**config.mk**
```make
export PLATFORM = sky130hd
export DESIGN_NAME = pwmController
export DESIGN_NICKNAME = d
export VERILOG_FILES = /design/src/rtl/ctrlProtocolPkg.sv /design/src/rtl/ctrlTimingPkg.sv /design/src/rtl/frameReceiver.sv /design/src/rtl/commandDecoder.sv /design/src/rtl/pwmBank.sv /design/src/rtl/replySender.sv /design/src/rtl/pwmController.sv
export SDC_FILE = /design/constraint.sdc
export NUM_CORES = 1
export LEC_CHECK = 0
export ABC_AREA = 1
export BUFFER_PORTS_ARGS = -buffer_cell sky130_fd_sc_hd__buf_2
export CAP_MARGIN = 20
export CORE_ASPECT_RATIO = 1.4
export CORE_MARGIN = 4
export CORE_UTILIZATION = 39
export DETAILED_ROUTE_END_ITERATION = 7
export PLACE_DENSITY = 0.53
export SLEW_MARGIN = 40
export SYNTH_ARGS = -nofsm -noshare
export SYNTH_HDL_FRONTEND = slang
export SYNTH_SLANG_ARGS = --single-unit
```
**constraint.sdc**
```tcl
create_clock -name clk -period 5.5 [get_ports clk]
set_input_delay 0.275 -clock clk [delete_from_list [all_inputs] [get_ports clk]]
set_output_delay 0.275 -clock clk [all_outputs]
set_load 0.01 [all_outputs]
```
**src/rtl/ctrlProtocolPkg.sv**
```systemverilog
`default_nettype none

package ctrlProtocolPkg;

    typedef logic [7:0] byte_t;

    // Command frame is an opcode followed by three data bytes
    localparam int FrameBytes      = 4;
    localparam int FrameCountWidth = $clog2(FrameBytes);

    // Reply carries its own size in the first byte
    localparam int ReplyBytes      = 5;
    localparam int ReplyIdxWidth   = $clog2(ReplyBytes);

    localparam byte_t OpVersion = 8'h00;       // Read firmware version

    // Upper opcode nibbles, the low nibble picks the channel
    localparam logic [3:0] OpStartHi    = 4'hA;  // PWM start
    localparam logic [3:0] OpStopHi     = 4'hB;  // PWM stop
    localparam logic [3:0] OpConfigHi   = 4'hC;  // PWM period and tOn
    localparam logic [3:0] OpLedOnHi    = 4'hD;  // LED full on
    localparam logic [3:0] OpLedOffHi   = 4'hE;  // LED off
    localparam logic [3:0] OpLedLevelHi = 4'hF;  // LED brightness from D0

    // Reply type byte for the version read
    localparam byte_t VersionTag = 8'd0;

    // Firmware identification
    localparam byte_t FirmwareVersion = 8'd6;
    localparam byte_t FirmwareYear    = 8'd12;
    localparam byte_t FirmwareMonth   = 8'd7;

endpackage

`default_nettype wire

```
**src/rtl/ctrlTimingPkg.sv**
```systemverilog
`default_nettype none

package ctrlTimingPkg;

    localparam int Channels = 4;                  // PWM channels and LED dimmers

    typedef logic [$clog2(Channels)-1:0] chanIdx_t;

    localparam int PeriodWidth = 16;
    localparam int DutyWidth   = 8;

    // Microsecond tick derived from clk
    localparam int TickDivide = 16;
    localparam int TickWidth  = $clog2(TickDivide);

    // Ticks of silence before a partial frame is dropped
    localparam int TimeoutTicks = 2047;
    localparam int TimeoutWidth = $clog2(TimeoutTicks + 1);

    // Reply stream credits, also the ceiling
    localparam int ReplyCredits = 4;
    localparam int CreditWidth  = $clog2(ReplyCredits + 1);

    localparam logic [PeriodWidth-1:0] PwmResetPeriod = PeriodWidth'(65535);

endpackage

`default_nettype wire

```
**src/rtl/frameReceiver.sv**
```systemverilog
`timescale 1ns/1ps
`default_nettype none

module frameReceiver
    import ctrlProtocolPkg::*, ctrlTimingPkg::*;
(
    input  wire        clk,
    input  wire        rst,
    input  wire        tick,
    input  wire        rxValid,
    input  wire byte_t rxByte,
    output logic       frameValid,
    output byte_t      frameOp,
    output byte_t      frameD0,
    output byte_t      frameD1,
    output byte_t      frameD2
);

    logic [FrameCountWidth-1:0] byteCount;    // Bytes of current frame so far
    logic [TimeoutWidth-1:0]    idleTicks;    // Ticks since last byte
    logic                       lastByte;
    logic                       idleExpired;

    assign lastByte    = byteCount == FrameCountWidth'(FrameBytes - 1);
    assign idleExpired = idleTicks == TimeoutWidth'(TimeoutTicks - 1);

    always_ff @(posedge clk)
    begin
        if (rst)
        begin
            byteCount  <= '0;
            idleTicks  <= '0;
            frameValid <= 1'b0;
        end
        else
        begin
            frameValid <= 1'b0;
            if (rxValid)
            begin
                idleTicks <= '0;
                if (lastByte)
                begin
                    byteCount  <= '0;
                    frameValid <= 1'b1;    // Frame complete
                end
                else
                begin
                    byteCount <= byteCount + 1'b1;
                end
            end
            else if (tick && byteCount != '0)
            begin
                if (idleExpired)
                begin
                    byteCount <= '0;       // Throw away partial frame
                    idleTicks <= '0;
                end
                else
                begin
                    idleTicks <= idleTicks + 1'b1;
                end
            end
        end
    end

    // Frame buffer
    always_ff @(posedge clk)
    begin
        if (rxValid)
        begin
            case (byteCount)
                0:       frameOp <= rxByte;
                1:       frameD0 <= rxByte;
                2:       frameD1 <= rxByte;
                default: frameD2 <= rxByte;
            endcase
        end
    end

    // Frames need four separate bytes, so pulses can never touch
    assert property (@(posedge clk) disable iff (rst) frameValid |=> !frameValid);

endmodule

`default_nettype wire

```
**src/rtl/commandDecoder.sv**
```systemverilog
`timescale 1ns/1ps
`default_nettype none

module commandDecoder
    import ctrlProtocolPkg::*, ctrlTimingPkg::*;
(
    input  wire                                  clk,
    input  wire                                  rst,
    input  wire                                  frameValid,
    input  wire byte_t                           frameOp,
    input  wire byte_t                           frameD0,
    input  wire byte_t                           frameD1,
    input  wire byte_t                           frameD2,
    input  wire                                  replyBusy,
    output logic                                 replyStart,
    output logic [Channels-1:0][PeriodWidth-1:0] chanPeriod,
    output logic [Channels-1:0][DutyWidth-1:0]   chanDuty,
    output logic [Channels-1:0]                  chanEnable,
    output logic [Channels-1:0]                  chanRestart,
    output byte_t [Channels-1:0]                 ledLevel
);

    logic [3:0] opHi;       // Command class
    logic [3:0] opLo;       // Channel number as sent
    chanIdx_t   chan;
    logic       chanOk;     // Channel exists

    assign opHi   = frameOp[7:4];
    assign opLo   = frameOp[3:0];
    assign chan   = chanIdx_t'(opLo);
    assign chanOk = opLo < Channels;

    always_ff @(posedge clk)
    begin
        if (rst)
        begin
            replyStart  <= 1'b0;
            chanPeriod  <= {Channels{PwmResetPeriod}};
            chanDuty    <= '0;
            chanEnable  <= '0;
            chanRestart <= '0;
            ledLevel    <= '0;
        end
        else
        begin
            replyStart  <= 1'b0;
            chanRestart <= '0;
            if (frameValid)
            begin
                if (frameOp == OpVersion)
                begin
                    replyStart <= !replyBusy;    // Dropped while a reply is out
                end
                else if (chanOk)
                begin
                    case (opHi)
                        OpStartHi:
                        begin
                            chanEnable[chan]  <= 1'b1;
                            chanRestart[chan] <= 1'b1;    // Counter back to zero
                        end
                        OpStopHi:
                        begin
                            chanEnable[chan] <= 1'b0;
                        end
                        OpConfigHi:
                        begin
                            chanPeriod[chan] <= {frameD0, frameD1};
                            chanDuty[chan]   <= frameD2;
                        end
                        OpLedOnHi:
                        begin
                            ledLevel[chan] <= 8'd255;
                        end
                        OpLedOffHi:
                        begin
                            ledLevel[chan] <= 8'd0;
                        end
                        OpLedLevelHi:
                        begin
                            ledLevel[chan] <= frameD0;
                        end
                        default:
                        begin
                            // Unknown command is ignored
                        end
                    endcase
                end
            end
        end
    end

endmodule

`default_nettype wire

```
**src/rtl/pwmBank.sv**
```systemverilog
`timescale 1ns/1ps
`default_nettype none

module pwmBank
    import ctrlProtocolPkg::*, ctrlTimingPkg::*;
(
    input  wire                                 clk,
    input  wire                                 rst,
    input  wire [Channels-1:0][PeriodWidth-1:0] chanPeriod,
    input  wire [Channels-1:0][DutyWidth-1:0]   chanDuty,
    input  wire [Channels-1:0]                  chanEnable,
    input  wire [Channels-1:0]                  chanRestart,
    input  wire byte_t [Channels-1:0]           ledLevel,
    output logic                                tick,
    output logic [Channels-1:0]                 pwmOut,
    output logic [Channels-1:0]                 ledOut
);

    logic [TickWidth-1:0]                 tickCount;
    logic [Channels-1:0][PeriodWidth-1:0] chanCount;    // Position within period
    byte_t                                ledCount;     // Shared dimmer phase

    assign tick = tickCount == TickWidth'(TickDivide - 1);

    always_ff @(posedge clk)
    begin
        if (rst)
            tickCount <= '0;
        else if (tick)
            tickCount <= '0;
        else
            tickCount <= tickCount + 1'b1;
    end

    always_ff @(posedge clk)
    begin
        if (rst)
        begin
            chanCount <= '0;
            pwmOut    <= '0;
        end
        else
        begin
            for (int ch = 0; ch < Channels; ch++)
            begin
                // Also catches a period shortened below the count
                if (chanRestart[ch] || chanCount[ch] >= chanPeriod[ch])
                    chanCount[ch] <= '0;
                else if (tick)
                    chanCount[ch] <= (chanCount[ch] == chanPeriod[ch] - 1'b1) ?
                                     '0 : chanCount[ch] + 1'b1;
                pwmOut[ch] <= chanEnable[ch] && (chanCount[ch] < PeriodWidth'(chanDuty[ch]));
            end
        end
    end

    always_ff @(posedge clk)
    begin
        if (rst)
        begin
            ledCount <= '0;
            ledOut   <= '0;
        end
        else
        begin
            if (tick)
                ledCount <= ledCount + 1'b1;    // Wraps at 256
            for (int led = 0; led < Channels; led++)
                ledOut[led] <= ledCount < ledLevel[led];
        end
    end

    // Count stays inside the period one cycle after any period change
    for (genvar ch = 0; ch < Channels; ch++)
    begin : gPeriodCheck
        assert property (@(posedge clk) disable iff (rst)
            (chanPeriod[ch] != '0 && $stable(chanPeriod[ch])) |->
                chanCount[ch] < chanPeriod[ch]);
    end

endmodule

`default_nettype wire

```
**src/rtl/replySender.sv**
```systemverilog
`timescale 1ns/1ps
`default_nettype none

module replySender
    import ctrlProtocolPkg::*, ctrlTimingPkg::*;
(
    input  wire   clk,
    input  wire   rst,
    input  wire   replyStart,
    input  wire   replyCredit,
    output logic  replyBusy,
    output logic  replyValid,
    output byte_t replyByte
);

    logic [ReplyIdxWidth-1:0] byteIdx;    // Next reply byte
    logic [CreditWidth-1:0]   credits;    // Bytes the receiver can still take
    logic                     sendNow;
    byte_t                    nextByte;

    // First byte may go out right on the request
    assign sendNow = (replyStart || replyBusy) && credits != '0;

    always_comb
    begin
        case (byteIdx)
            0:       nextByte = byte_t'(ReplyBytes - 1);    // Size byte
            1:       nextByte = VersionTag;
            2:       nextByte = FirmwareVersion;
            3:       nextByte = FirmwareYear;
            default: nextByte = FirmwareMonth;
        endcase
    end

    always_ff @(posedge clk)
    begin
        if (rst)
        begin
            replyBusy  <= 1'b0;
            replyValid <= 1'b0;
            byteIdx    <= '0;
            credits    <= CreditWidth'(ReplyCredits);
        end
        else
        begin
            replyValid <= sendNow;
            credits    <= credits - CreditWidth'(sendNow) + CreditWidth'(replyCredit);
            if (sendNow)
            begin
                if (byteIdx == ReplyIdxWidth'(ReplyBytes - 1))
                begin
                    byteIdx   <= '0;
                    replyBusy <= 1'b0;    // Last byte leaves now
                end
                else
                begin
                    byteIdx   <= byteIdx + 1'b1;
                    replyBusy <= 1'b1;
                end
            end
            else if (replyStart)
            begin
                replyBusy <= 1'b1;        // Waiting for credits
            end
        end
    end

    always_ff @(posedge clk)
    begin
        if (sendNow)
            replyByte <= nextByte;
    end

    assert property (@(posedge clk) disable iff (rst) replyValid |-> $past(credits) != '0);

    // Receiver may not return more than it was given
    assert property (@(posedge clk) disable iff (rst)
        replyCredit |-> credits != CreditWidth'(ReplyCredits));

endmodule

`default_nettype wire

```
**src/rtl/pwmController.sv**
```systemverilog
`timescale 1ns/1ps
`default_nettype none

module pwmController
    import ctrlProtocolPkg::*, ctrlTimingPkg::*;
(
    input  wire                 clk,
    input  wire                 rst,
    input  wire                 rxValid,
    input  wire byte_t          rxByte,
    input  wire                 replyCredit,
    output logic                replyValid,
    output byte_t               replyByte,
    output logic [Channels-1:0] pwmOut,
    output logic [Channels-1:0] ledOut
);

    logic                                 tick;         // Microsecond pace
    logic                                 frameValid;
    byte_t                                frameOp;
    byte_t                                frameD0;
    byte_t                                frameD1;
    byte_t                                frameD2;
    logic                                 replyStart;
    logic                                 replyBusy;
    logic [Channels-1:0][PeriodWidth-1:0] chanPeriod;
    logic [Channels-1:0][DutyWidth-1:0]   chanDuty;
    logic [Channels-1:0]                  chanEnable;
    logic [Channels-1:0]                  chanRestart;
    byte_t [Channels-1:0]                 ledLevel;

    frameReceiver i_frameReceiver (
        .clk        (clk),
        .rst        (rst),
        .tick       (tick),
        .rxValid    (rxValid),
        .rxByte     (rxByte),
        .frameValid (frameValid),
        .frameOp    (frameOp),
        .frameD0    (frameD0),
        .frameD1    (frameD1),
        .frameD2    (frameD2)
    );

    commandDecoder i_commandDecoder (
        .clk         (clk),
        .rst         (rst),
        .frameValid  (frameValid),
        .frameOp     (frameOp),
        .frameD0     (frameD0),
        .frameD1     (frameD1),
        .frameD2     (frameD2),
        .replyBusy   (replyBusy),
        .replyStart  (replyStart),
        .chanPeriod  (chanPeriod),
        .chanDuty    (chanDuty),
        .chanEnable  (chanEnable),
        .chanRestart (chanRestart),
        .ledLevel    (ledLevel)
    );

    pwmBank i_pwmBank (
        .clk         (clk),
        .rst         (rst),
        .chanPeriod  (chanPeriod),
        .chanDuty    (chanDuty),
        .chanEnable  (chanEnable),
        .chanRestart (chanRestart),
        .ledLevel    (ledLevel),
        .tick        (tick),
        .pwmOut      (pwmOut),
        .ledOut      (ledOut)
    );

    replySender i_replySender (
        .clk         (clk),
        .rst         (rst),
        .replyStart  (replyStart),
        .replyCredit (replyCredit),
        .replyBusy   (replyBusy),
        .replyValid  (replyValid),
        .replyByte   (replyByte)
    );

endmodule

`default_nettype wire

```
==> results_dict.tcl <==
set metrics [dict create \
    multi_input_area_um2 8850 \
    ys_warn_count 0 \
    status "finished clean" \
    grt_pass1_wl_mm 68.5 \
    synth_top_flop_cell "dfxtp_1" \
    gp_congestion 0.864 \
    htree_levels 1 \
    drive_above_1_share_pct 7.83 \
    ioPinCount 29 \
    antenna_cells 0 \
    clkSinkCount 279 \
    via_per_inst 4.95 \
    tns_ps 0 \
    synth_enable_flop_cells 36 \
    layout_common_cells "nand2_1, inv_1, dfxtp_1" \
    yosysUniqueCellTypes 48 \
    r2r_cells 10 \
    clk_pin_slew_worst_paths_ps 70 \
    holdCritPathClass "in -> reg" \
    r2r-end "i_commandDecoder.chanPeriod[4]" \
    grt_max_degree 47 \
    p_leak_nw 7.70 \
    final_common_cell "nand2_1" \
    antenna_found_initial 0 \
    die_w_um 180 \
    grt_usage_pct 18.7 \
    rows 88 \
    drt-initial-drc-count 610 \
    endpoint "i_commandDecoder.chanPeriod[4]" \
    place_area_um2 16700 \
    holdWs_ps 39.8 \
    drt_wl_total_mm 43.2 \
    skew_ps 17.6 \
    overflow 0 \
    finalSetupViolations 0 \
    startpoint "i_frameReceiver.frameOp[4]" \
    cts_buffers 29 \
    reg2reg_slack_ps 2360 \
    cp.required_ps 5940 \
    max_freq_mhz 319 \
    grt_pass1_vias 13068 \
    port_buffers 24 \
    period_share_pct 57.0 \
    relSlewSlack_pct 47.9 \
    max_cap_violations 0 \
    end_kind "flip-flop" \
    final_nets 2332 \
    die-height_um 249 \
    final_area_um2 17800 \
    firstDrtPassIters 5 \
    drc 0 \
    cts_tree "yes" \
    vias 13551 \
    dieArea_um2 44800 \
    avgRoutedWirePerCell_um 15.8 \
    cellPowerDensity_nw_per_um2 243 \
    ctsHoldBuffers 8 \
    cts_root_buf "clkbuf_16" \
    peakVddDrop_mv 0.205 \
    hpwl_mm 32.3 \
    rsz0062_at_grt "no" \
    worst-slew-pin-transition_ps 777 \
    netlist_instances 2164 \
    fp.coreArea_um2 41100 \
    r2r-start "i_frameReceiver.frameOp[4]" \
    start_util_pct 39.3 \
    post-route-min-period_ps 3140 \
    critPathMaxFanout 32 \
    drtAntennaViolNets 0 \
    hold_violations 0 \
    worstPathArrival_ps 3580 \
    worstSkewPairLatency_ps 580 \
    power.total_mw 4.33 \
    syn2layout_area_growth_pct 10.2 \
    avgSynthCellArea_um2 7.47 \
    setup.worst_path.start_class "flip-flop" \
    critPathKind "reg -> reg" \
    synth-async-reset-ratio_pct 0 \
    regArea_um2 5950 \
    final.fill_count 4182 \
    ys_seq_elements 279 \
    cts_resized 0 \
    cts_buffer_depth 3 \
    synth_seq_area_share_pct 36.8 \
    synth_area_um2 16200 \
    post_cts_buffers 0 \
    final_max_slew_viol_count 0 \
]
==> where the power goes <==
part / switching (mW) / leakage, nW / internal (mW) / total (mW)
clock network: 0.851 / 0.497 / 1.26 / 2.11
logic: 0.0793 / 4.91 / 0.0345 / 0.114
registers: 0.0244 / 2.29 / 2.08 / 2.10
==> sequential cells by signal, summed over array words and instances, names as in the netlist, 3 cells and up, named ones only <==
name	count
i_frameReceiver.frameD0	8
i_pwmBank.ledCount	8
i_frameReceiver.frameD1	8
i_frameReceiver.frameD2	8
i_pwmBank.tickCount	4
i_replySender.byteIdx	3
i_pwmBank.pwmOut	4
i_commandDecoder.chanPeriod	64
i_commandDecoder.ledLevel	32
i_frameReceiver.frameOp	8
i_replySender.credits	3
i_pwmBank.ledOut	4
i_commandDecoder.chanRestart	4
i_commandDecoder.chanDuty	32
i_pwmBank.chanCount	64
i_replySender.replyByte	4
i_frameReceiver.idleTicks	11
==> worst max-delay path, cell delays in order, from the launching register on <==
cell	delay, ps
edfxtp_1	540
nor2_1	190
inv_1	70
nor3_1	170
nand3_1	130
nand3_1	240
inv_1	90
nand2_1	360
clkinv_1	750
a21oi_1	350
o21ai_0	100
==> cell usage after synthesis (3+ instances only) <==
master    count  share of area [%]
a21oi_1     218                6.8
a31o_2        3               0.16
a31oi_1       4               0.15
and2_1        3               0.12
buf_1         4              0.093
buf_2        11               0.34
buf_4         4               0.19
buf_6         5               0.35
clkbuf_1     31               0.72
clkbuf_2      3              0.093
dfxtp_1     243                 30
edfxtp_1     36                6.7
ha_1        144                 11
inv_1       286                6.6
inv_2         3              0.070
nand2_1     424                9.9
nand2_2      15               0.58
nand3_1      77                2.4
nand3_2       6               0.37
nand3b_1     17               0.79
nand4_1      22               0.85
nor2_1      192                4.5
nor2_2       45                1.7
nor2_4        9               0.63
nor3_1       21               0.65
nor4_1       15               0.58
o211ai_1      3               0.14
o21a_1        5               0.23
o21ai_0     176                5.5
o21bai_1      3               0.14
or2_2         7               0.27
xnor2_1      24                1.3
xor2_1       85                4.6
==> per-stage QoR <==
step                      worst slack (ps)  instances  util, %
after CTS                             2700       2737     43.4
after floorplan                       3430       2167        -
after detailed placement              2710       2676     40.7
after global routing                  1940       2737     43.4
final                                 2360       2737     43.4
after global placement                2640       2676     40.7
==> routing by layer <==
layer / vias up / GRT usage, % / part of all wire (%)
met5: - / 0 / 0
met4: 0 / 6.61 / 3.5
met3: 78 / 2.69 / 3.5
met2: 206 / 34.3 / 50
met1: 6212 / 22.2 / 43
li1: 7055 / - / -
==> layout make-up <==
type	count	share of cell area, %
flip-flops and latches	279	33.4
multi-input cells	1539	49.7
repair buffers	35	1.25
well taps	540	3.79
inverters	291	6.15
clock buffers	43	4.78
clock inverters	10	0.920
==> cell families after synthesis <==
group / synth area share, %
and+or+nand+nor: 24.1
AOI/OAI and AO/OA: 13.4
buffers and inverters: 8.56
DFF: 36.8
adders and majority gates: 11.3
xor gates and xnor gates: 5.91
other: 0.0232
==> worst min-delay path by stage <==
stage | cells after the start | start | slack [ps] | endpoint
floorplan | 0 | rxByte[0] | 370 | i_frameReceiver.frameD0[0]
global placement | 1 | i_pwmBank.tickCount[0] | 430 | i_pwmBank.tickCount[0]
detailed placement | 2 | i_commandDecoder.chanDuty[16] | 440 | i_commandDecoder.chanDuty[16]
CTS | 4 | replyCredit | 20 | i_replySender.credits[0]
global route | 3 | rxValid | 50 | i_frameReceiver.byteCount[1]
finish | 4 | replyCredit | 40 | i_replySender.credits[0]
(Power assumes the default switching activity.)
